==> src/redmule_stream_fifo.sv <==
// Valid/ready circular FIFO with a type parameter for the payload
`timescale 1ns/1ns

module redmule_stream_fifo #(
  parameter type         T     = logic,
  parameter int unsigned DEPTH = 4
) (
  input  logic clk_i,
  input  logic rst_n_i,
  input  logic clear_i,
  input  logic push_valid_i,
  input  T     push_data_i,
  output logic push_ready_o,
  output logic pop_valid_o,
  output T     pop_data_o,
  input  logic pop_ready_i
);

  T                             mem_q [DEPTH];
  logic [$clog2(DEPTH)-1:0]     wptr_q, rptr_q;
  logic [$clog2(DEPTH+1)-1:0]   count_q;
  logic                         push_fire, pop_fire;

  // Ready while not full, so back-pressure reaches the producer
  assign push_ready_o = (count_q != DEPTH);
  assign pop_valid_o  = (count_q != 0);
  assign pop_data_o   = mem_q[rptr_q];

  assign push_fire = push_valid_i && push_ready_o;
  assign pop_fire  = pop_valid_o && pop_ready_i;

  always_ff @(posedge clk_i) begin
    if (push_fire) begin
      mem_q[wptr_q] <= push_data_i;
    end
  end

  always_ff @(posedge clk_i or negedge rst_n_i) begin
    if (!rst_n_i) begin
      wptr_q  <= '0;
      rptr_q  <= '0;
      count_q <= '0;
    end else if (clear_i) begin
      wptr_q  <= '0;
      rptr_q  <= '0;
      count_q <= '0;
    end else begin
      if (push_fire) begin
        wptr_q <= (wptr_q == DEPTH-1) ? '0 : wptr_q + 1'b1;
      end
      if (pop_fire) begin
        rptr_q <= (rptr_q == DEPTH-1) ? '0 : rptr_q + 1'b1;
      end
      // Simultaneous push and pop leaves the count unchanged
      case ({push_fire, pop_fire})
        2'b10:   count_q <= count_q + 1'b1;
        2'b01:   count_q <= count_q - 1'b1;
        default: count_q <= count_q;
      endcase
    end
  end

endmodule

==> config.mk <==
export PLATFORM = sky130hd
export DESIGN_NAME = redmule_stream_fifo
export DESIGN_NICKNAME = d
export VERILOG_FILES = /design/src/redmule_stream_fifo.sv
export SDC_FILE = /design/constraint.sdc
export NUM_CORES = 1
export LEC_CHECK = 0
export ABC_AREA = 0
export BUFFER_PORTS_ARGS = -buffer_cell sky130_fd_sc_hd__buf_2
export CAP_MARGIN = 20
export CORE_UTILIZATION = 49
export DETAILED_ROUTE_END_ITERATION = 10
export PLACE_DENSITY = 0.72
export SLEW_MARGIN = 20
export SYNTH_ARGS = -nofsm -noshare
export SYNTH_HDL_FRONTEND = slang
export SYNTH_SLANG_ARGS = --single-unit
==> constraint.sdc <==
create_clock -name clk_i -period 1.9 [get_ports clk_i]
set_input_delay 0.095 -clock clk_i [delete_from_list [all_inputs] [get_ports clk_i]]
set_output_delay 0.095 -clock clk_i [all_outputs]
set_load 0.005 [all_outputs]
**Word level (Yosys, flattened, before mapping)**

Memory sizes are Yosys's and may differ from the RTL's.
Index checks and enable logic that the tools add are counted.

- Bits in registers: 7
- Bits in writable memories: 4
- Memories: 1

Memory list:

| name | words | bits a word | read ports | clocked after Yosys merged registers in | wr ports | RTL line | text |
|---|---|---|---|---|---|---|---|
| mem_q | 4 | 1 | 1 | 0 | 1 | 19 | `T mem_q [DEPTH];` |

- Add/subtract/negate cells: 4
- Equality and inequality tests: 5
- Muxes and demuxes: 10
- Reduce and logical (&&, ||, !) cells: 6

Operator list:

| cell | number |
|---|---|
| $mux 2 | 6 |
| $eq 2x2->1 const B | 3 |
| $pmux 3 s2 | 1 |
| $reduce_bool 3->1 | 2 |
| $add 2x1->2 const B | 2 |
| $reduce_bool 2->1 | 2 |
| $add 3x1->3 const B | 1 |
| $mux 3 | 1 |
| $ne 3x3->1 const B | 1 |
| $sub 3x1->3 const B | 1 |
| $eq 2x1->1 const B | 1 |
| $logic_and 1x1->1 | 2 |
| $mux 1 | 2 |

**Logic depth before layout (Yosys ltp)**

Gate-level depths: netlist (run 1).

- Depth after elaboration: 5
- Mapped depth: 7
- Gate-level depth less buffers: 6

**Least setup slack after synthesis (run 1)**

Ideal clock, no wire load.

- Path kind: flip-flop to flip-flop
- Start point: register count_q[0]
- End point: register count_q[1]
- Library setup time: 0.095 ns
- Arrival: 1.906 ns
- Path slack: -0.101 ns
- Stages on the path, launching flop included: 8
- Path buffers: 1
- Cells stage by stage: dfrtp_1 buf_2 o31ai_2 a21oi_1 fa_1 nor2_1 o21a_1 nor4b_2

- Longest elaborated chain between the ends: 5
- Elaborated cells on any way between the ends: 11
- Those cells by class: add/sub: 2; eq/ne: 3; mux: 2; reduce/logical: 4

RTL lines:

| item | RTL line | text |
|---|---|---|
| start, declared | 21 | `logic [$clog2(DEPTH+1)-1:0] count_q;` |
| start signal, assigned | 56 | `2'b10: count_q <= count_q + 1'b1;` |
| start signal, assigned | 57 | `2'b01: count_q <= count_q - 1'b1;` |
| start signal, assigned | 58 | `default: count_q <= count_q;` |
| $ne 3x3->1 / $reduce_bool 3->1 (equally long branches) | 25, 26 |  |
| $logic_and 1x1->1, on equally long branches | 29, 30 |  |
| $eq 2x1->1 / $eq 2x2->1 (equally long branches) | 55 | `case ({push_fire, pop_fire})` |
| $pmux 3 s2 | 55 |  |
| $mux 3 | 43 | `end else if (clear_i) begin` |

Several ways; a longest one is shown, not always the timed one.
A chain may end at the register's enable or synchronous reset.

**Worst setup path after layout (run 1)**

Ends and elaborated chain as after synthesis.

==> results of run 1 <==
[cell families (layout without fill, tap and decap cells)]
kind of cell	count (synthesis)	in the layout	share of synthesized area [%]
simple gates	22	22	18.46
compound gates	19	19	16.92
buf+inv	12	26	7.350
flops	11	11	40.34
fa+ha+maj	6	6	11.28
mux	2	2	4.444
xor+xnor	1	1	1.197
[critical path: stages (launching register included)]
cell     delay, ns
dfrtp_1       0.42
o31ai_4       0.28
a21oi_2       0.06
fa_1          0.51
nor2_1        0.05
o21a_1        0.17
nor4b_2       0.26
[cell type report]
cell class	count	area [sq um]
fill	120	489.2
clock buffer	4	26.28
inverter	6	22.52
sequential	11	295.3
tap	15	18.77
timing repair buffer	16	102.6
multi-input combinational	50	395.4
[state kept, by name, indices dropped and copies added (netlist names)]
signal / cells
count_q: 3
rptr_q: 2
wptr_q: 2
mem_q: 4
[cell usage after synthesis (2+ instances only)]
master    number
buf_2          4
edfxtp_1       4
nor3b_1        2
nand3_1        2
inv_1          6
a21oi_1        6
nand2_1        2
and3_1         4
a211oi_1       2
o22ai_1        2
nor2_1         3
dfrtp_1        7
nand2b_1       3
ha_1           5
o21ai_0        4
[report_power, final]
part / switching (mW) / internal (mW) / total (mW)
registers: 0.0281 / 0.275 / 0.303
clock network: 0.0726 / 0.0811 / 0.154
logic: 0.152 / 0.154 / 0.305
total: 0.252 / 0.510 / 0.762
[path summary, 6_finish.rpt]
kind,endpoint,slack (ns),depth (start not counted)
setup / recovery,count_q[1],0.05,6
hold reg to reg,rptr_q[1],0.57,2
hold / removal,mem_q[0],0.05,1
min in group asynchronous,rptr_q[0],0.19,2
max in group asynchronous,wptr_q[1],1.55,2
setup reg to reg,count_q[1],0.05,6
[through the flow]
step / hold WS [ns] / TNS (ns) / area, sq um
3_3_place_gp: -0.06482 / 0 / 809.5
6_report: 0.04855 / 0 / 860.8
4_1_cts: 0.04161 / 0 / 845.8
5_1_grt: 0.05080 / -0.1019 / 860.8
2_1_floorplan: -0.2006 / 0 / 750.7
3_5_place_dp: -0.05855 / 0 / 809.5
[metal layers]
metal	wire (um)	GRT usage (%)	vias to the layer above	share of wire [%]
met5	0	0	-	0
met4	15	7.500	0	1.1
met3	46	4.891	2	3.4
met2	681	33.73	9	50
met1	626	24.91	271	46
li1	-	-	291	-
[repair_timing]
item                       CTS  global route
setup buffers                0             2
setup endpoints to repair    0             1
hold buffers                 1             0
hold endpoints to repair     7             0
==> flow_summary_export.csv, run 1 <==
group,metric,value,unit
status,outcome,"completed",
critical_path,cp.arrival,2.02,ns
finish,final_common_cell,"buf_2",
global_route,overflow,0,
timing,drv_slew,0,
clocking,clk_pin_slew,0.07,ns
detailed_routing,drt_iter0_markers,13,
place,io_buffers,8,
floorplanning,core,1350,sq um
synth,postSynthAreaPerCell,10.03,sq um
finish,layout_common_cells,"buf_2, dfrtp_1, buf_4",
power_and_ir_drop,p_leak,0.3917,nW
timing,fmax,0.5416,GHz
detailed_routing,avgViaCountPerCell,5.618,
synth,syn_inst,73,
critical_path,crit_path_end_kind,"register",
floorplanning,design.die.area,1652,sq um
synth,yosysTopAreaCell,"dfrtp_1",
synth,ys_ff_latch,11,
detailed_routing,finalWirelength,1.370,mm
synth,async_reset_ff_share,63.64,%
clocking,cts_sinks,11,
global_route,grt_pass1_vias,489,
finish,utilization,63.76,%
place,post-place-ws,0.04427,ns
synth,ys_types,32,
job,cap_violations,0,
synth,synth-edff-count,4,
worst_hold_path,hold_path_startpoint,"push_data_i",
power_and_ir_drop,power.density,885.1,nW/um^2
finish,stdcell_count,102,
detailed_routing,postRouteAntennaNets,0,
critical_path,worstPathMaxFanout,3,
global_route,grt_pass1_wl,2.083,mm
floorplanning,die_y,40.65,um
place,dp.cells,95,
synth,synth_area,732.0,sq um
global_route,antenna_found_initial,0,
power_and_ir_drop,ir_worst_vdd,0.0004902,V
timing,slew_headroom,80.35,%
timing,finalHoldViolCount,0,
floorplanning,num_rows,13,
detailed_routing,drc,0,
global_route,grt_max_degree,18,
critical_path,setup.worst_path.class,"register to register",
detailed_routing,firstDrtPassIters,4,
worst_hold_path,hold_class,"primary input to register",
timing,setup_slack,0.05362,ns
finish,fin_nets,100,
detailed_routing,vias,573,
clocking,clkLatencyLatePin,0.26,ns
power_and_ir_drop,total_power,0.7619,mW
timing,clock_skew,0.003507,ns
synth,ys_warn_count,0,
global_route,grt.total_usage,20.12,%
synth,yosys.area.top_type_share,23.93,%
critical_path,reg2reg_from,"count_q[0]",
floorplanning,top_level_ports,9,
critical_path,critical_path.startpoint,"count_q[0]",
critical_path,worstPathRequired,2.07,ns
floorplanning,die_w,40.65,um
clocking,clock_path_buffers,2,
clocking,cts_root_buf,"clkbuf_4",
clocking,cts_buffers,3,
timing,post-route-min-period,1.846,ns
detailed_routing,wire_per_inst,13.43,um
clocking,cts_resized,0,
timing,setup_violations,0,
synth,synth_nets,85,
finish,syn_to_final_growth,17.61,%
finish,antenna_cells,0,
finish,drive_above_1_share,26.44,%
place,gp_congestion,0.8145,
clocking,tritoncts,"yes",
timing,worst_pin_slew,0.2941,ns
clocking,h-tree-depth,1,
critical_path,critPathLaunchType,"register",
synth,ys_top_cells_by_area,"dfrtp_1, edfxtp_1, ha_1, a21oi_1, and3_1",
place,hpwlAfterDp,1.026,mm
floorplanning,start_util,54.22,%
synth,yosysSeqAreaShare,40.34,%
timing,period_share,97.18,%
synth,synth-main-ff-cell,"dfrtp_1",
timing,grt_setup_unrepaired,"yes",
Power figures use the tool's default switching activity.
==> run 2: changes to the inputs <==
--- a/config.mk
+++ b/config.mk
@@ -5,12 +5,12 @@
 export SDC_FILE = /design/constraint.sdc
 export NUM_CORES = 1
 export LEC_CHECK = 0
-export ABC_AREA = 0
 export BUFFER_PORTS_ARGS = -buffer_cell sky130_fd_sc_hd__buf_2
 export CAP_MARGIN = 20
-export CORE_UTILIZATION = 49
+export CORE_AREA = 2 2 39 41
 export DETAILED_ROUTE_END_ITERATION = 10
-export PLACE_DENSITY = 0.72
+export DIE_AREA = 0 0 41 43
+export PLACE_DENSITY = 0.76
 export SLEW_MARGIN = 20
 export SYNTH_ARGS = -nofsm -noshare
 export SYNTH_HDL_FRONTEND = slang
==> constraint.sdc (replaced) <==
create_clock -name clk_i -period 2.3 [get_ports clk_i]
set_input_delay 0.115 -clock clk_i [delete_from_list [all_inputs] [get_ports clk_i]]
set_output_delay 0.115 -clock clk_i [all_outputs]
set_load 0.005 [all_outputs]
==> run 2 against run 1 <==
Cell count decreased by 4.9%. Non-clock buffer count down 6. Flip-flop and latch count is the same. Clock skew rose by 0.0038 ns. Clock power shrank 16%. Critical path depth stayed put. Via count fell by 3.1%. Global-route usage is 3.2 points lower. Cell area fell by 6.5%. Sequential share of layout area increased by 2.4 points. Combinational power decreased by 42%. Sequential power decreased by 11%.
==> flow_summary_export.csv, run 2 (synthesized netlist as in run 1, its figures left out) <==
group,metric,value,unit
global_route,met3_usage,3.141,%
global_route,use_met2,21.88,%
clocking,h-tree-depth,1,
timing,period_share,86.60,%
clocking,cts_sinks,11,
place,gp_congestion,0.7738,
finish,fin_nets,94,
detailed_routing,postRouteAntennaNets,0,
worst_hold_path,hold_depth,1,
finish,multiInputGateArea,382.9,sq um
global_route,overflow,0,
finish,final_common_cell,"buf_2",
timing,fmax,0.5020,GHz
finish,antenna_cells,0,
critical_path,crit_chain,"o31ai_2 -> a21oi_1 -> fa_1 -> nor2_1 -> o21a_1 -> nor4b_2",
floorplanning,die_y,43,um
critical_path,r2r_cells,6,
detailed_routing,vias,555,
floorplanning,design.die.area,1763,sq um
critical_path,cpMaxStageDelayCell,"fa_1",
power_and_ir_drop,ir_worst_vdd,0.0003105,V
global_route,grt_use_met1,27.40,%
floorplanning,num_rows,14,
floorplanning,start_util,52.89,%
critical_path,worstPathRequired,2.47,ns
critical_path,setup.worst_path.class,"register to register",
global_route,busiest_layer,"met1",
floorplanning,core,1384,sq um
critical_path,crit_path_end_kind,"register",
critical_path,rrSetupSlack,0.31,ns
worst_hold_path,min_to,"mem_q[2]",
timing,post-route-min-period,1.992,ns
power_and_ir_drop,power.density,714.1,nW/um^2
finish,utilization,58.14,%
detailed_routing,firstDrtPassIters,4,
power_and_ir_drop,p_leak,0.3608,nW
place,placed_area,768.2,sq um
finish,layout_common_cells,"buf_2, dfrtp_1, a21oi_1, inv_1, ha_1",
place,hpwlAfterDp,889.2,um
job,cap_violations,0,
critical_path,critPathMaxStageDelay,0.51,ns
timing,finalHoldViolCount,0,
clocking,clk_pin_slew,0.08,ns
timing,drv_slew,0,
critical_path,worstPathMaxFanout,10,
global_route,grt.total_usage,16.89,%
finish,syn_to_final_growth,9.915,%
clocking,clock_path_buffers,2,
clocking,cts_resized,0,
finish,largestRegisters,"mem_q (4), count_q (3)",
clocking,clkLatencyLatePin,0.26,ns
critical_path,r2r_end,"count_q[1]",
critical_path,reg2reg_from,"count_q[2]",
clocking,cts_buffers,3,
finish,final_cell_area,804.5,sq um
finish,fill_cells,123,
global_route,antenna_found_initial,0,
timing,worst_pin_slew,0.3983,ns
detailed_routing,drc,0,
critical_path,path_buf_inv,0,
detailed_routing,drt_iter0_markers,8,
place,io_buffers,8,
finish,final-seq-area,295.3,sq um
detailed_routing,finalWirelength,1.206,mm
clocking,tritoncts,"yes",
status,outcome,"completed",
finish,largest_reg_flops,4,
detailed_routing,wire_per_inst,12.43,um
critical_path,cp.arrival,2.16,ns
critical_path,path_delay_family,"compound AO/OA/AOI/OAI gates",
timing,clock_skew,0.007330,ns
critical_path,critPathLaunchType,"register",
finish,drive_above_1_share,19.75,%
global_route,grt_pass1_vias,481,
floorplanning,top_level_ports,9,
finish,top_register,"mem_q",
timing,finalSetupTns,0,ns
worst_hold_path,hold_class,"primary input to register",
timing,setup_violations,0,
worst_hold_path,hold_path_startpoint,"push_data_i",
global_route,grt_max_degree,19,
timing,slew_headroom,73.45,%
detailed_routing,avgViaCountPerCell,5.722,
global_route,grt_pass1_wl,2.021,mm
timing,grt_setup_unrepaired,"no",
floorplanning,die_w,41,um
clocking,cts_root_buf,"clkbuf_4",
==> run 2: final cells by class <==
cell class	count	share of cell area [%]
flip-flops and latches	11	36.70
inverters	6	2.799
repair buffers	10	7.154
well taps	16	2.488
multi-input cells	50	47.59
clock buffers	4	3.266
==> run 2: layer usage <==
layer  up-vias  part of all wire, %  wire length [um]
met5         -                    0                 0
met4         0                    0                 0
met3         0                  2.7                33
met2         7                   45               537
met1       267                   53               635
li1        281                    -                 -
==> run 2: worst register-to-register path, delay by kind of cell (launching register included) <==
| family | cells | cell delay (ns) |
|---|---|---|
| DFF | 1 | 0.49 |
| and+or+nand+nor | 2 | 0.31 |
| adders and majority gates | 1 | 0.51 |
| AOI/OAI and AO/OA | 3 | 0.59 |
==> run 2: stage by stage <==
step / hold WS (ns) / total power, mW / setup slack (ns) / std cells
4_1_cts: 0.06935 / 0.5793 / 0.3161 / 97
2_1_floorplan: -0.1806 / 0.4057 / 0.2992 / 73
3_3_place_gp: -0.04326 / 0.4406 / 0.4063 / 92
5_1_grt: 0.07259 / 0.6208 / 0.1592 / 97
3_5_place_dp: -0.03904 / 0.4476 / 0.3318 / 92
6_report: 0.07236 / 0.5745 / 0.3081 / 97
==> run 2: worst max path at each step <==
stage | depth (start not counted) | slack, ns | end | startpoint
finish | 6 | 0.31 | count_q[1] | count_q[2]
global route | 6 | 0.16 | count_q[1] | count_q[0]
detailed placement | 6 | 0.33 | count_q[1] | count_q[2]
floorplan | 7 | 0.30 | count_q[1] | count_q[0]
global placement | 6 | 0.41 | count_q[1] | count_q[0]
CTS | 6 | 0.32 | count_q[1] | count_q[2]
==> run 2: timing repair <==
| item | 4_1_cts | 5_1_grt |
|---|---|---|
| setup buffers | 0 | 0 |
| endpoints found under the hold margin | 7 | 0 |
| hold buffers | 1 | 0 |
==> run 2: power by group <==
group,internal [mW],switching (mW),total [mW]
Clock,0.0669,0.0626,0.129
Sequential,0.227,0.0425,0.269
Combinational,0.0914,0.0845,0.176
Total,0.385,0.190,0.574
==> run 3: changes to the inputs <==
--- a/config.mk
+++ b/config.mk
@@ -11,6 +11,7 @@
 export DETAILED_ROUTE_END_ITERATION = 10
 export DIE_AREA = 0 0 41 43
 export PLACE_DENSITY = 0.76
+export REMOVE_ABC_BUFFERS = 1
 export SLEW_MARGIN = 20
 export SYNTH_ARGS = -nofsm -noshare
 export SYNTH_HDL_FRONTEND = slang
==> run 3 against run 2 <==
Setup slack lost 0.016 ns. Core utilization unchanged. Flip-flop and latch count is the same. Hold slack worse by 0.0096 ns. Fmax decreased by 0.79%. Clock power about the same. Critical path type unchanged. Via count is 0.90% lower. Sequential share of layout area unchanged. Power rose by 0.49%. Highest routed layer is now met4. First-iteration DRC count decreased by 25%. Combinational power barely moved.
==> flow_summary_export.csv, run 3 (synthesized netlist as in run 1, its figures left out) <==
group,metric,value,unit
clocking,cts_sinks,11,
power_and_ir_drop,pwr-share-comb,31.0,%
clocking,post_cts_buffers,0,
critical_path,crit_chain,"o31ai_2 -> a21oi_1 -> fa_1 -> nor2_1 -> o21a_1 -> nor4b_2",
power_and_ir_drop,p_switching,0.1916,mW
timing,finalHoldViolCount,0,
finish,drive_above_1_share,19.75,%
job,cap_violations,0,
timing,worst_pin_slew,0.3847,ns
power_and_ir_drop,p_sw_share,33.19,%
finish,antenna_cells,0,
clocking,clock_path_buffers,2,
timing,drv_slew,0,
finish,fill_cells,126,
place,post-place-ws,0.3072,ns
timing,grt_setup_unrepaired,"no",
detailed_routing,avgViaCountPerCell,5.670,
finish,fin_nets,94,
floorplanning,die_y,43,um
power_and_ir_drop,p_seq_share,46.5,%
finish,largestRegisters,"mem_q (4), count_q (3)",
critical_path,reg2reg_from,"count_q[0]",
critical_path,critPathLaunchType,"register",
detailed_routing,vias,550,
global_route,grt_pass1_vias,491,
place,hpwlAfterDp,864.5,um
critical_path,cp.arrival,2.18,ns
worst_hold_path,hold_depth,1,
finish,syn_to_final_growth,9.915,%
place,io_buffers,8,
power_and_ir_drop,total_power,0.5773,mW
critical_path,worstPathRequired,2.48,ns
timing,fmax,0.4981,GHz
global_route,antenna_found_initial,0,
clocking,cts_resized,0,
critical_path,crit_path_end_kind,"register",
detailed_routing,drc,0,
timing,clock_skew,0.003472,ns
finish,largest_reg_flops,4,
status,outcome,"completed",
worst_hold_path,hold_class,"primary input to register",
finish,top_register,"mem_q",
detailed_routing,drt_iter0_markers,6,
timing,post-route-min-period,2.008,ns
clocking,cts_root_buf,"clkbuf_4",
finish,stdcell_count,97,
timing,period_share,87.29,%
clocking,h-tree-depth,1,
power_and_ir_drop,p_leak,0.3608,nW
power_and_ir_drop,ir_worst_vdd,0.0005141,V
floorplanning,die_w,41,um
clocking,tritoncts,"yes",
critical_path,rrSetupSlack,0.29,ns
clocking,cts_buffers,3,
critical_path,r2r_end,"count_q[1]",
critical_path,worstPathMaxFanout,11,
timing,setup_violations,0,
detailed_routing,wire_per_inst,12.47,um
place,gp_congestion,0.7794,
detailed_routing,finalWirelength,1.210,mm
worst_hold_path,hold_path_startpoint,"push_data_i",
power_and_ir_drop,power.internal,0.3857,mW
global_route,grt.total_usage,16.07,%
floorplanning,num_rows,14,
place,dp.cells,92,
global_route,grt_pass1_wl,1.938,mm
clocking,clk_pin_slew,0.07,ns
floorplanning,design.die.area,1763,sq um
floorplanning,core,1384,sq um
critical_path,cpMaxStageDelayCell,"fa_1",
detailed_routing,firstDrtPassIters,4,
finish,layout_common_cells,"buf_2, dfrtp_1, a21oi_1, inv_1, ha_1",
floorplanning,start_util,52.89,%
clocking,clkLatencyLatePin,0.26,ns
timing,setup_slack,0.2923,ns
critical_path,r2r_cells,6,
timing,slew_headroom,74.36,%
global_route,grt_max_degree,19,
worst_hold_path,min_to,"mem_q[2]",
power_and_ir_drop,power.density,717.6,nW/um^2
floorplanning,top_level_ports,9,
critical_path,setup.worst_path.class,"register to register",
power_and_ir_drop,power_frac_clock,22.5,%
finish,final_common_cell,"buf_2",
timing,finalSetupTns,0,ns
global_route,overflow,0,
detailed_routing,postRouteAntennaNets,0,
critical_path,critPathMaxStageDelay,0.52,ns
-- run 3: how the worst max path moves through the flow --
stage	from	end	slack, ns
3_5_place_dp	count_q[0]	count_q[1]	0.31
4_1_cts	count_q[0]	count_q[1]	0.29
2_1_floorplan	count_q[0]	count_q[1]	0.36
3_3_place_gp	count_q[0]	count_q[1]	0.39
6_report	count_q[0]	count_q[1]	0.29
5_1_grt	count_q[0]	count_q[1]	0.20
-- run 3: layout make-up --
type	instances	area [sq um]	area share, %
sequential	11	295.3	36.70
multi-input combinational	50	382.9	47.59
timing repair buffer	10	57.56	7.154
tap	16	20.02	2.488
inverter	6	22.52	2.799
clock buffer	4	26.28	3.266
-- run 3: repair_timing --
| item | 4_1_cts | 5_1_grt |
|---|---|---|
| setup endpoints to repair | 0 | 0 |
| hold buffers | 1 | 0 |
| hold endpoints to repair | 7 | 0 |
-- run 3: metal layers --
layer	part of all wire [%]	vias to the layer above	track usage (%)
met4	0.99	0	8.667
met5	0	-	0
met2	48	19	22.19
met1	46	253	22.26
met3	5.1	2	4.188
li1	-	276	-
-- run 3: worst max-delay path, delay by kind of cell (launching register included) --
| kind | cells | cell delay [ns] |
|---|---|---|
| simple gates | 2 | 0.30 |
| compound gates | 3 | 0.58 |
| flops | 1 | 0.51 |
| fa+ha+maj | 1 | 0.52 |
-- run 3: power groups by stage --
stage / combinational, mW / sequential (mW) / clock, mW
after floorplan: 0.126 / 0.263 / 0
after global placement: 0.172 / 0.270 / 0
after detailed placement: 0.178 / 0.272 / 0
after CTS: 0.181 / 0.267 / 0.134
after global routing: 0.206 / 0.273 / 0.142
final: 0.179 / 0.268 / 0.130
-- run 3: through the flow --
stage / utilization, % / hold slack (ns) / area, sq um
2_1_floorplan: - / -0.1806 / 700.7
3_3_place_gp: 55.52 / -0.04564 / 768.2
3_5_place_dp: 55.52 / -0.04099 / 768.2
4_1_cts: 58.14 / 0.05850 / 804.5
5_1_grt: 58.14 / 0.06087 / 804.5
6_report: 58.14 / 0.06271 / 804.5
