<file path="src/redmule_pkg.sv">
// Array sizes, element, row and tile types, register map and scheduler states
package redmule_pkg;

  // Array geometry and arithmetic
  localparam int unsigned ARRAY_WIDTH  = 4;
  localparam int unsigned ARRAY_HEIGHT = 4;
  localparam int unsigned ELEM_W       = 16;
  localparam int unsigned STEP_W       = 8;
  localparam int unsigned ENGINE_LAT   = 2;

  // Register port
  localparam int unsigned REG_ADDR_W = 2;
  localparam int unsigned REG_DATA_W = 32;

  localparam logic [REG_ADDR_W-1:0] REG_TRIGGER = REG_ADDR_W'(0);
  localparam logic [REG_ADDR_W-1:0] REG_K_STEPS = REG_ADDR_W'(1);
  localparam logic [REG_ADDR_W-1:0] REG_STATUS  = REG_ADDR_W'(2);

  // One signed element, wraps on overflow
  typedef logic signed [ELEM_W-1:0] elem_t;

  // One column of X, one element per array row
  typedef elem_t [ARRAY_WIDTH-1:0] x_col_t;

  // One row of W, Y or Z
  typedef elem_t [ARRAY_HEIGHT-1:0] row_t;

  // Full accumulator tile, row 0 at index 0
  typedef row_t [ARRAY_WIDTH-1:0] tile_t;

  typedef logic [STEP_W-1:0] steps_t;

  typedef enum logic [2:0] {
    IDLE,
    LOAD_Y,
    BIAS,
    COMPUTE,
    DRAIN,
    CAPTURE,
    STORE
  } sched_state_e;

endpackage

</file>
<file path="src/redmule_sched_if.sv">
// Controller to scheduler handshake with controller and scheduler modports
`timescale 1ns/1ns

interface redmule_sched_if import redmule_pkg::*; ();

  // One-cycle job start from the register file
  logic   start;
  steps_t k_steps;
  // One-cycle pulse when the last Z row is accepted
  logic   done;

  modport controller (
    output start,
    output k_steps,
    input  done
  );

  modport scheduler (
    input  start,
    input  k_steps,
    output done
  );

endinterface

</file>
<file path="src/redmule_ctrl.sv">
// Register file with trigger, K steps and status, plus busy flag and end-of-job event
`timescale 1ns/1ns

module redmule_ctrl
  import redmule_pkg::*;
(
  input  logic                  clk_i,
  input  logic                  rst_n_i,
  input  logic                  periph_req_i,
  input  logic                  periph_we_i,
  input  logic [REG_ADDR_W-1:0] periph_addr_i,
  input  logic [REG_DATA_W-1:0] periph_wdata_i,
  output logic                  periph_gnt_o,
  output logic [REG_DATA_W-1:0] periph_rdata_o,
  output logic                  periph_rvalid_o,
  redmule_sched_if.controller   sched,
  output logic                  busy_o,
  output logic                  evt_o
);

  steps_t                  k_q;
  logic                    busy_q, start_q, evt_q, rvalid_q;
  logic [REG_DATA_W-1:0]   rdata_q;
  logic                    wr_en, rd_en, trigger;

  // Always granted in the request cycle
  assign periph_gnt_o = periph_req_i;
  assign wr_en        = periph_req_i && periph_we_i;
  assign rd_en        = periph_req_i && !periph_we_i;
  // Trigger while busy is dropped
  assign trigger      = wr_en && (periph_addr_i == REG_TRIGGER) && !busy_q;

  always_ff @(posedge clk_i or negedge rst_n_i) begin
    if (!rst_n_i) begin
      k_q      <= '0;
      busy_q   <= 1'b0;
      start_q  <= 1'b0;
      evt_q    <= 1'b0;
      rvalid_q <= 1'b0;
    end else begin
      if (wr_en && (periph_addr_i == REG_K_STEPS)) k_q <= periph_wdata_i[STEP_W-1:0];
      if (trigger) begin
        busy_q <= 1'b1;
      end else if (sched.done) begin
        busy_q <= 1'b0;
      end
      start_q  <= trigger;
      evt_q    <= sched.done;
      rvalid_q <= rd_en;
    end
  end

  // Read data for the response one cycle after the grant
  always_ff @(posedge clk_i) begin
    if (rd_en) begin
      case (periph_addr_i)
        REG_K_STEPS: rdata_q <= REG_DATA_W'(k_q);
        REG_STATUS:  rdata_q <= REG_DATA_W'(busy_q);
        default:     rdata_q <= '0;
      endcase
    end
  end

  assign sched.start     = start_q;
  assign sched.k_steps   = k_q;
  assign busy_o          = busy_q;
  assign evt_o           = evt_q;
  assign periph_rdata_o  = rdata_q;
  assign periph_rvalid_o = rvalid_q;

endmodule

</file>
<file path="src/flat_wrapper.sv">
// flat-port wrapper written by rule: the top's interface ports become plain ports
module redmule_ctrl_flat import redmule_pkg::*;
  (clk_i, rst_n_i, periph_req_i, periph_we_i, periph_addr_i, periph_wdata_i, periph_gnt_o, periph_rdata_o, periph_rvalid_o, busy_o, evt_o, sched_start, sched_k_steps, sched_done);
  redmule_sched_if sched_i ();
  input  logic clk_i;
  input  logic rst_n_i;
  input  logic periph_req_i;
  input  logic periph_we_i;
  input  logic [REG_ADDR_W-1:0] periph_addr_i;
  input  logic [REG_DATA_W-1:0] periph_wdata_i;
  output logic periph_gnt_o;
  output logic [REG_DATA_W-1:0] periph_rdata_o;
  output logic periph_rvalid_o;
  output logic busy_o;
  output logic evt_o;
  output wire logic [$bits(sched_i.start)-1:0] sched_start;
  output wire logic [$bits(sched_i.k_steps)-1:0] sched_k_steps;
  input wire logic [$bits(sched_i.done)-1:0] sched_done;
  assign sched_start = sched_i.start;
  assign sched_k_steps = sched_i.k_steps;
  assign sched_i.done = sched_done;
  redmule_ctrl u_core (.clk_i(clk_i), .rst_n_i(rst_n_i), .periph_req_i(periph_req_i), .periph_we_i(periph_we_i), .periph_addr_i(periph_addr_i), .periph_wdata_i(periph_wdata_i), .periph_gnt_o(periph_gnt_o), .periph_rdata_o(periph_rdata_o), .periph_rvalid_o(periph_rvalid_o), .sched(sched_i), .busy_o(busy_o), .evt_o(evt_o));
endmodule
</file>
<file path="config.mk">
export PLATFORM = sky130hd
export DESIGN_NAME = redmule_ctrl_flat
export DESIGN_NICKNAME = d
export VERILOG_FILES = /design/src/redmule_pkg.sv /design/src/redmule_sched_if.sv /design/src/redmule_ctrl.sv /design/src/flat_wrapper.sv
export SDC_FILE = /design/constraint.sdc
export NUM_CORES = 1
export LEC_CHECK = 0
export BUFFER_PORTS_ARGS = -buffer_cell sky130_fd_sc_hd__buf_4
export CORE_MARGIN = 2
export CORE_UTILIZATION = 32
export DETAILED_ROUTE_END_ITERATION = 16
export PLACE_DENSITY = 0.69
export SETUP_SLACK_MARGIN = 0.15
export SKIP_LAST_GASP = 1
export SYNTH_ARGS = -nofsm -noshare
export SYNTH_HDL_FRONTEND = slang
export SYNTH_SLANG_ARGS = --single-unit
</file>
<file path="constraint.sdc">
create_clock -name clk_i -period 0.88 [get_ports clk_i]
set_input_delay 0.176 -clock clk_i [delete_from_list [all_inputs] [get_ports clk_i]]
set_output_delay 0.176 -clock clk_i [all_outputs]
set_load 0.05 [all_outputs]
</file>
; ---- After elaboration in Yosys (flattened, before gate mapping)
; Cells that the tools add are included.
[totals]
reg_bits = 44
in_bits = 39
out_inout_bits = 45
wordCells = 20
[op_classes]
n_eq_ne = 2
n_mux = 3
n_reduce_logical = 9
[op_table]
columns = operator, n
row1 = $pmux W8 S2, 1
row2 = $logic_and A1 B1 Y1, 5
row3 = $eq A2 B1 Y1 const B, 1
row4 = $eq A2 B2 Y1 const B, 1
row5 = $logic_not A1 Y1, 2
row6 = $logic_not A2 Y1, 1
row7 = $mux W1, 2
row8 = $reduce_bool A2 Y1, 1

; ---- Logic depth before layout (Yosys ltp)
; Gate-level depths: netlist of the first run.
[logic_depth]
word_depth = 4
ltp_mapped = 4

; ---- Least setup slack after synthesis of the first run
; OpenSTA, ideal clock, no wires.
[synth_timing]
kind = reg-to-reg
from = register u_core.busy_q, in the netlist u_core.busy_o
to = register u_core.rdata_q[0], in the netlist u_core.periph_rdata_o[0] (data pin)
t_arrival_ps = 868
t_required_ps = 622
setup_slack_ps = -246
path_stages_with_launch = 3
period_less_slack_ps = 1126
path_cell_list = dfrtp_1 a22oi_1 nor2b_1
[synth_between]
elab_chain_cells = 1
[synth_rtl]
columns = item, line
row1 = "start, declared", redmule_ctrl.sv:22  ; logic busy_q, start_q, evt_q, rvalid_q;
row2 = "start signal, assigned", redmule_ctrl.sv:36  ; busy_q <= 1'b0;
row3 = "start signal, assigned", redmule_ctrl.sv:43  ; busy_q <= 1'b1;
row4 = "start signal, assigned", redmule_ctrl.sv:45  ; busy_q <= 1'b0;
row5 = $pmux W8 S2, redmule_ctrl.sv:56  ; case (periph_addr_i)
row6 = "end signal, assigned", redmule_ctrl.sv:57  ; REG_K_STEPS: rdata_q <= REG_DATA_W'(k_q);
row7 = "end signal, assigned", redmule_ctrl.sv:58  ; REG_STATUS: rdata_q <= REG_DATA_W'(busy_q);
row8 = "end, declared", redmule_ctrl.sv:23  ; logic [REG_DATA_W-1:0] rdata_q;
; Every way passes these cells.
; A chain may end at the register's enable or synchronous reset.

; ---- Worst setup path after layout of the first run
[layout_timing]
from = register u_core.k_q[2], in the netlist u_core.sched.k_steps[2]
to = output port sched_k_steps[2]
[layout_lines]
columns = item, line
row1 = "start, declared", redmule_ctrl.sv:21  ; steps_t k_q;
row2 = "start signal, assigned", redmule_ctrl.sv:41  ; if (wr_en && (periph_addr_i == REG_K_STEPS)) k_q <= periph_wdata_i[STEP_W-1:0];
row3 = "end, declared", flat_wrapper.sv:17  ; output wire logic [$bits(sched_i.k_steps)-1:0] sched_k_steps;
; No word-level cell between the ends.

==> results.ini, run 1 <==
[finish]
final_layout_size_suffix_gt1_frac=0.6462
utilization=0.5303
area_delta_synth_final_pct=60.76
number_of_diodes=0
finish.net_count=174
post_route_design_area_um2=1579

[worst_setup_path]
worst-endpoint-required_ns=0.70
cp_cell_sequence=buf_6
crit_path_max_incr_delay_ns=0.44
setup.worst_path.class=reg2out
regToRegStartpoint=u_core.sched.k_steps[1]$_DFFE_PN0P_
crit_arrival_ns=0.89
worstRegToRegCells=3
cp-end-kind=primary output
cp.buffers_inverters=1
path_delay_family=flip-flops
largest_fanout_of_any_net_on_the_critical_path=2
timing.critical_path.from_type=flop
r2r_setup_slack_ns=-0.16
critical_path.slowest_cell=sky130_fd_sc_hd__dfrtp_2
regToRegEndpoint=u_core.periph_rdata_o[1]$_DFFE_PP_

[yosys]
synth_cell_types=15
synth.avg_cell_area_um2=13.27
synth.yosys.warnings=0
synth_top_area_cell=sky130_fd_sc_hd__dfrtp_1
synth.top_cells.by_area=sky130_fd_sc_hd__dfrtp_1, sky130_fd_sc_hd__edfxtp_1, sky130_fd_sc_hd__buf_4
yosysTopAreaCellShare=0.3057
synth-seq-area-share=0.5503
synth_ff_type=sky130_fd_sc_hd__dfrtp_1
number_of_register_bits_inferred_by_synthesis=20
mappedNetlistArea_um2=982.2
synth-async-reset-ratio=0.6000
synth-edff-count=8
synth_cells=74

[run_status]
run_status=finished, violations left
violations=setup timing

[cts]
clock_tree.htree_level_count=1
cts.sinks=20
cts_tree=built
path_clk_slew_ns=0.10
insertion_delay_ns=0.29
cts_bufs_inserted=3
cts_buffer_depth=2
clk_root_buffer_cell=sky130_fd_sc_hd__clkbuf_4

[floorplanning]
fp.coreArea_um2=2978
io_pins=84
die_x_um=59.40
chipHeight_um=59.40
area_of_the_die_um2=3528
rows=20
floorplan.initialDensity=0.3298

[routing]
detailroute.via_count=655
routed_wirelength_um=1900
final_antenna_net_count=0
routed_via_density=4.018
drc=0
route.detailed.wl_per_inst_um=11.66
drt_pre_antenna_iters=4
dr.first_iter.drc_count=15

[global_routing]
grtUsageMet1=0.1210
grt_antenna_before_repair=0
grt-busiest-layer=met2
globalRouteOverflowTotal=0
global_route_wire_length_before_repair_um=2732
via_count_of_the_first_global_routing_pass=589
grt.met3_usage=0.01310
grt_util_met2=0.1931
grt_usage=0.1058
grt_max_degree=13

[timing]
report.final.setup_viol=36
finalHoldViolCount=0
maxClockFrequency_ghz=0.9405
worst_setup_margin_ns=-0.1833
final_max_slew_viol_count=0
grt_setup_unrepaired=yes
timing.clock.skew_ns=0.0005809
finalWorstPathRequiredPeriod_ns=1.063
hold-worst-slack_ns=0.06651
final.period_utilization=1.208

[placed_design]
portBuffers=35
detailed_place.area_um2=1266
replace_congestion=0.6422
dp_hpwl_um=1349

[power]
power_frac_clock=0.137
total_power_w=0.003068
seq_power_share=0.389
pwr_density_cell_nw_per_um2=1943
vdd_ir_drop_max_uv=600.3
power_frac_comb=0.475
net-switching-power_w=0.001176
power_leakage_nw=0.7700
power.internal_w=0.001892
sw_frac_of_total=0.3832

[hold_path]
timing.hold.worst_path_depth=2
whs_endpoint=u_core.busy_o$_DFFE_PN0P_
hp-start=sched_done
holdCritPathClass=in2reg

[flow_run]
maxCapViolations=0

==> metal layers <==
metal,wire (um),share of wire
met5,0,0
met4,24,0.013
met3,125,0.066
met2,1060,0.56
met1,689,0.36
==> cells in the mapped netlist (all sizes together), types with 2 or more instances <==
cell	count
nand3	2
mux2	8
inv	2
dfrtp	12
and2	7
edfxtp	8
ha	4
buf	25
==> state kept, by name (all words and copies together) (netlist names) <==
register	cells
u_core.periph_rvalid_o	1
u_core.evt_o	1
u_core.periph_rdata_o	8
u_core.sched.k_steps	8
u_core.sched.start	1
u_core.busy_o	1
==> stage by stage <==
step,setup TNS [ns],cells,setup WS (ns)
global route,-5.794,163,-0.2183
CTS,-3.776,156,-0.1846
detailed placement,-4.072,141,-0.2627
global placement,-3.796,141,-0.2363
finish,-4.794,163,-0.1833
floorplan,-0.6137,97,-0.1314
==> what timing repair did <==
| action | 4_1_cts | 5_1_grt |
|---|---|---|
| resized for setup | 34 | 6 |
| hold buffers | 2 | 0 |
| pin swaps | 0 | 1 |
| endpoints found under the hold margin | 13 | 0 |
| buffers inserted | 9 | 7 |
| endpoints found under the setup margin | 37 | 38 |
==> placed cells by master (no fill, tap or decap), drive strengths merged <==
master	n
ha	4
edfxtp	8
mux2	8
a22oi	1
conb	24
dlygate4sd3	2
and2b	1
nor2b	1
and2	7
buf	52
dfrtp	12
nor2	1
clkinv	1
mux2i	1
inv	2
clkbuf	3
nand3	2
==> worst max-delay path by stage <==
stage                                        start                                  end  slack, ns  cells after the start
2_1_floorplan            u_core.busy_o$_DFFE_PN0P_   u_core.periph_rdata_o[0]$_DFFE_PP_      -0.13                      2
3_3_place_gp                      periph_addr_i[1]  u_core.sched.k_steps[7]$_DFFE_PN0P_      -0.24                      5
3_5_place_dp                      periph_addr_i[1]   u_core.periph_rdata_o[0]$_DFFE_PP_      -0.26                      5
4_1_cts        u_core.sched.k_steps[3]$_DFFE_PN0P_                     sched_k_steps[3]      -0.18                      1
5_1_grt        u_core.sched.k_steps[3]$_DFFE_PN0P_                     sched_k_steps[3]      -0.22                      1
6_report       u_core.sched.k_steps[2]$_DFFE_PN0P_                     sched_k_steps[2]      -0.18                      1
==> power groups by stage <==
| stage | sequential (W) | clock (W) | combinational, W |
|---|---|---|---|
| 2_1_floorplan | 0.00157 | 0 | 0.000493 |
| 3_3_place_gp | 0.00120 | 0 | 0.00106 |
| 3_5_place_dp | 0.00120 | 0 | 0.00107 |
| 4_1_cts | 0.00119 | 0.000435 | 0.00133 |
| 5_1_grt | 0.00120 | 0.000474 | 0.00152 |
| 6_report | 0.00119 | 0.000420 | 0.00146 |
==> area by class of cell <==
type                       count  area (um2)
clock buffer                   3       22.52
timing repair buffer          54       541.8
fill                         243        1399
sequential                    20       555.5
inverter                       2       23.77
clock inverter                 1       3.754
multi-input combinational     50       390.4
tap                           33       41.29
==> cells by family after synthesis <==
group,Yosys count,synth area share
fa+ha+maj,4,0.05096
mux,9,0.1019
simple gates,12,0.08662
compound gates,1,0.007646
buf+inv,27,0.1987
flops,20,0.5503
other cells,1,0.003818
Note: power is estimated with default switching activity, not from simulation.
==> run 2, diff against run 1 <==
--- a/config.mk
+++ b/config.mk
@@ -6,10 +6,11 @@
 export NUM_CORES = 1
 export LEC_CHECK = 0
 export BUFFER_PORTS_ARGS = -buffer_cell sky130_fd_sc_hd__buf_4
+export CORE_ASPECT_RATIO = 1.5
 export CORE_MARGIN = 2
 export CORE_UTILIZATION = 32
 export DETAILED_ROUTE_END_ITERATION = 16
-export PLACE_DENSITY = 0.69
+export PLACE_DENSITY = 0.66
 export SETUP_SLACK_MARGIN = 0.15
 export SKIP_LAST_GASP = 1
 export SYNTH_ARGS = -nofsm -noshare
==> constraint.sdc (replaced) <==
create_clock -name clk_i -period 1.1 [get_ports clk_i]
set_input_delay 0.22 -clock clk_i [delete_from_list [all_inputs] [get_ports clk_i]]
set_output_delay 0.22 -clock clk_i [all_outputs]
set_load 0.05 [all_outputs]
==> results.ini, run 2 (synthesis gave the netlist of run 1 again) <==
[power]
seq_power_share=0.361  ; -0.028
pwr_density_cell_nw_per_um2=1799  ; -7.4%
net-switching-power_w=0.0009051  ; -23%
power_frac_comb=0.366  ; -0.109
vdd_ir_drop_max_uv=1062  ; +77%
power_leakage_nw=0.6903  ; -10%
power.internal_w=0.001706  ; -9.9%
sw_frac_of_total=0.3467  ; -0.03657
power_frac_clock=0.273  ; +0.136

[worst_setup_path]
critical_path.slowest_cell=sky130_fd_sc_hd__dfrtp_2
worst-endpoint-required_ns=0.88  ; +0.18 ns
crit_arrival_ns=0.83  ; -0.06 ns
crit_path_max_incr_delay_ns=0.42  ; -0.02 ns
path_delay_family=flip-flops
largest_fanout_of_any_net_on_the_critical_path=3  ; +1
setup.worst_path.class=reg2out
timing.critical_path.from_type=flop
cp-end-kind=primary output
cp_cell_sequence=buf_6
cp.buffers_inverters=1  ; unchanged

[routing]
dr.first_iter.drc_count=0  ; -15
routed_wirelength_um=1662  ; -13%
final_antenna_net_count=0  ; unchanged
drc=0  ; unchanged
detailroute.via_count=609  ; -7.0%
drt_pre_antenna_iters=1  ; -3
route.detailed.wl_per_inst_um=10.39  ; -11%
routed_via_density=3.806  ; -5.3%

[global_routing]
globalRouteOverflowTotal=0  ; unchanged
grt_antenna_before_repair=0  ; unchanged
via_count_of_the_first_global_routing_pass=604  ; +2.5%
grt_usage=0.1030  ; -0.002753
grt_max_degree=13  ; unchanged
global_route_wire_length_before_repair_um=2691  ; -1.5%

[flow_run]
maxCapViolations=0  ; unchanged

[cts]
cts_tree=built
path_clk_slew_ns=0.07  ; -0.03 ns
insertion_delay_ns=0.25  ; -0.04 ns
cts.sinks=20  ; unchanged
cts_bufs_inserted=3  ; unchanged
clk_root_buffer_cell=sky130_fd_sc_hd__clkbuf_8
clock_tree.htree_level_count=1  ; unchanged
cts_buffer_depth=2  ; unchanged

[floorplanning]
chipHeight_um=71.86  ; +21%
floorplan.initialDensity=0.3372  ; +0.007367
rows=24  ; +20%
area_of_the_die_um2=3538  ; +0.27%
io_pins=84  ; unchanged
die_x_um=49.24  ; -17%
fp.coreArea_um2=2913  ; -2.2%

[finish]
final_layout_size_suffix_gt1_frac=0.5785  ; -0.06764
post_route_design_area_um2=1451  ; -8.1%
finish.net_count=165  ; -5.2%
number_of_diodes=0  ; unchanged
utilization=0.4983  ; -0.03197
layout.cells.most_common_list=sky130_fd_sc_hd__conb_1, sky130_fd_sc_hd__buf_4, sky130_fd_sc_hd__buf_6
area_delta_synth_final_pct=47.77

[timing]
finalHoldViolCount=0  ; unchanged
hold-worst-slack_ns=0.08054  ; +0.01402 ns
grt_setup_unrepaired=yes
timing.clock.skew_ns=0.001136  ; +0.0005554 ns
report.final.setup_viol=0  ; -100%
final_max_slew_viol_count=0  ; unchanged
final.period_utilization=0.9538
finalWorstPathRequiredPeriod_ns=1.049
maxClockFrequency_ghz=0.9531

[placed_design]
replace_congestion=0.7170  ; +12%
detailed_place.area_um2=1230  ; -2.9%
dp_hpwl_um=1252  ; -7.2%
portBuffers=35  ; unchanged

[run_status]
run_status=completed

[hold_path]
holdCritPathClass=in2reg

## run 2: cell types whose count changed in the layout (fill, tap and decap cells not counted), sizes merged
cell / change
buf: -8
clkinv: -1
bufinv: +1
dlygate4sd3: -1
## run 2: power by group through the flow
stage | registers, W | logic [W] | clock network [W]
after global routing | 0.000954 | 0.000998 | 0.000775
after global placement | 0.000949 | 0.000809 | 0
after detailed placement | 0.000951 | 0.000814 | 0
final | 0.000941 | 0.000956 | 0.000713
after CTS | 0.000940 | 0.000958 | 0.000733
after floorplan | 0.00125 | 0.000358 | 0
## run 2: worst paths after layout
path / startpoint / endpoint / slack, ns / cells past startpoint
min in group asynchronous: rst_n_i / u_core.sched.start$_DFF_PN0_ / 0.34 / 2
max reg2reg: u_core.busy_o$_DFFE_PN0P_ / u_core.periph_rdata_o[0]$_DFFE_PP_ / 0.08 / 3
max: u_core.busy_o$_DFFE_PN0P_ / busy_o / 0.05 / 1
min reg2reg: u_core.sched.k_steps[3]$_DFFE_PN0P_ / u_core.sched.k_steps[3]$_DFFE_PN0P_ / 0.54 / 1
min: sched_done / u_core.evt_o$_DFF_PN0_ / 0.08 / 1
max in group asynchronous: rst_n_i / u_core.sched.k_steps[1]$_DFFE_PN0P_ / 0.59 / 2
## run 2: cell type report
type	instances	area [um2]
fill	266	1461
sequential	20	551.8
timing repair buffer	45	415.4
multi-input combinational	50	354.1
tap	39	48.80
clock buffer	3	41.29
clock inverter	1	30.03
inverter	2	10.01
## run 2: per-stage QoR
step | TNS (ns) | power [W] | instances | worst slack [ns]
detailed placement | -0.2200 | 0.001764 | 147 | -0.04311
finish | 0 | 0.002611 | 160 | 0.05083
floorplan | 0 | 0.001610 | 97 | 0.08856
CTS | 0 | 0.002632 | 160 | 0.04042
global placement | -0.1278 | 0.001758 | 147 | -0.03470
global route | 0 | 0.002728 | 160 | 0.01235
## run 2: metal layers
metal / up-vias / track usage / part of all wire
met5: - / 0 / 0
met4: 0 / 0.07619 / 0.028
met3: 4 / 0.02292 / 0.083
met2: 42 / 0.1787 / 0.56
met1: 274 / 0.1075 / 0.33
li1: 289 / - / -
## run 2: what timing repair did
action                     in CTS  in global routing
hold endpoints to repair       12                  0
gates resized for setup        20                  1
setup endpoints to repair      20                 22
hold buffers                    1                  0
buffers inserted                8                  0
==> run 3, diff against run 2 <==
==> constraint.sdc (replaced) <==
create_clock -name clk_i -period 1.15 [get_ports clk_i]
set_input_delay 0.23 -clock clk_i [delete_from_list [all_inputs] [get_ports clk_i]]
set_output_delay 0.23 -clock clk_i [all_outputs]
set_load 0.05 [all_outputs]
==> results.ini, run 3 (synthesis gave the netlist of run 1 again) <==
[finish]
area.sequential_um2=551.8  ; unchanged
multiInputGateArea_um2=344.1  ; -2.8%
mostFrequentLayoutCell=sky130_fd_sc_hd__conb_1
finish.net_count=164  ; -0.61%
post_route_design_area_um2=1413  ; -2.7%
final_layout_size_suffix_gt1_frac=0.5667  ; -0.01185
final_cell_count_no_fill=159  ; -0.63%
number_of_diodes=0  ; unchanged
layout.cells.most_common_list=sky130_fd_sc_hd__conb_1, sky130_fd_sc_hd__buf_4, sky130_fd_sc_hd__buf_6
area_delta_synth_final_pct=43.82
num-fill-cells=274  ; +3.0%

[placed_design]
portBuffers=35  ; unchanged
dp_hpwl_um=1314  ; +5.0%
detailed_place.area_um2=1225  ; -0.41%
replace_congestion=0.7634  ; +6.5%
numPlacedInstances=148  ; +0.68%

[hold_path]
timing.hold.worst_path_depth=1  ; unchanged
holdCritPathClass=in2reg

[worst_setup_path]
largest_fanout_of_any_net_on_the_critical_path=3  ; unchanged
crit_arrival_ns=0.83  ; about the same
worstSetupPathDepth=1  ; unchanged
path_delay_family=flip-flops
timing.critical_path.from_type=flop
critical_path.slowest_cell=sky130_fd_sc_hd__dfrtp_2
cp.buffers_inverters=1  ; unchanged
setup.worst_path.class=reg2out
cp-end-kind=primary output
crit_path_max_incr_delay_ns=0.43  ; about the same
worst-endpoint-required_ns=0.92  ; +0.04 ns
worstRegToRegCells=3  ; unchanged
cp_cell_sequence=buf_6

[routing]
route.detailed.wl_per_inst_um=10.99  ; +5.8%
routed_via_density=3.874  ; +1.8%
dr.first_iter.drc_count=5  ; +5
routed_wirelength_um=1747  ; +5.1%
drc=0  ; unchanged
detailroute.via_count=616  ; +1.1%
drt_pre_antenna_iters=2  ; +1
final_antenna_net_count=0  ; unchanged

[cts]
clock_tree.htree_level_count=1  ; unchanged
path_clk_slew_ns=0.06  ; about the same
cts_bufs_inserted=3  ; unchanged
cts.sinks=20  ; unchanged
clk_root_buffer_cell=sky130_fd_sc_hd__clkbuf_8
cts_buffer_depth=2  ; unchanged
cts_tree=built
insertion_delay_ns=0.25  ; about the same

[timing]
grt_setup_unrepaired=yes
finalWorstPathRequiredPeriod_ns=1.064
finalSetupTns_ns=0  ; unchanged
report.final.setup_viol=0  ; unchanged
maxClockFrequency_ghz=0.9397
final_max_slew_viol_count=0  ; unchanged
finalHoldViolCount=0  ; unchanged
timing.clock.skew_ns=0.004856  ; +0.003719 ns
final.period_utilization=0.9254

[floorplanning]
chipHeight_um=71.86  ; unchanged
area_of_the_die_um2=3538  ; unchanged
io_pins=84  ; unchanged
die_x_um=49.24  ; unchanged
floorplan.initialDensity=0.3372  ; unchanged
rows=24  ; unchanged
fp.coreArea_um2=2913  ; unchanged

[global_routing]
via_count_of_the_first_global_routing_pass=631  ; +4.5%
grt_antenna_before_repair=0  ; unchanged
global_route_wire_length_before_repair_um=2704  ; +0.48%
grt_usage=0.1024  ; -0.0006101
grt_max_degree=13  ; unchanged
globalRouteOverflowTotal=0  ; unchanged

[power]
pwr_density_cell_nw_per_um2=1606  ; -11%
power_leakage_nw=0.6727  ; -2.5%
vdd_ir_drop_max_uv=658.9  ; -38%

[run_status]
run_status=completed

[flow_run]
maxCapViolations=0  ; unchanged

## run 3: per-stage QoR
| stage | power, W | utilization | worst slack (ns) | hold WS [ns] |
|---|---|---|---|---|
| 3_3_place_gp | 0.001675 | 0.4205 | -0.03040 | 0.07758 |
| 2_1_floorplan | 0.001538 | - | 0.1386 | -0.06559 |
| 6_report | 0.002268 | 0.4850 | 0.08583 | 0.1018 |
| 3_5_place_dp | 0.001690 | 0.4205 | -0.04657 | 0.07683 |
| 5_1_grt | 0.002348 | 0.4850 | 0.06299 | 0.09400 |
| 4_1_cts | 0.002274 | 0.4832 | 0.08533 | 0.09748 |
## run 3: where the power goes
| part | switching, W | internal [W] |
|---|---|---|
| combinational | 0.000589 | 0.000327 |
| clock | 0.000196 | 0.000245 |
| sequential | 0.0000668 | 0.000844 |
| total | 0.000852 | 0.00142 |
## run 3: path summary, 6_finish.rpt
path | end | start | slack [ns]
max | sched_k_steps[5] | u_core.sched.k_steps[5]$_DFFE_PN0P_ | 0.09
min | u_core.evt_o$_DFF_PN0_ | sched_done | 0.10
max reg2reg | u_core.periph_rdata_o[0]$_DFFE_PP_ | u_core.sched.k_steps[0]$_DFFE_PN0P_ | 0.18
min reg2reg | u_core.sched.k_steps[7]$_DFFE_PN0P_ | u_core.sched.k_steps[7]$_DFFE_PN0P_ | 0.55
max in group asynchronous | u_core.sched.k_steps[0]$_DFFE_PN0P_ | rst_n_i | 0.63
min in group asynchronous | u_core.sched.k_steps[1]$_DFFE_PN0P_ | rst_n_i | 0.35
## run 3: cell type report
type | instances | area share
multi-input combinational | 50 | 0.2436
clock buffer | 4 | 0.03189
sequential | 20 | 0.3906
inverter | 2 | 0.005314
timing repair buffer | 44 | 0.2941
tap | 39 | 0.03454
## run 3: timing repair
action,CTS,global route
hold buffers,1,0
setup buffers,6,0
endpoints found under the setup margin,20,21
resized for setup,22,1
endpoints found under the hold margin,12,0
## run 3: routing by layer
metal / global-route usage / up-vias / wire length (um)
li1: - / 284 / -
met5: 0 / - / 0
met3: 0.01042 / 4 / 113
met2: 0.2087 / 35 / 1076
met4: 0.07937 / 0 / 51
met1: 0.08537 / 293 / 506
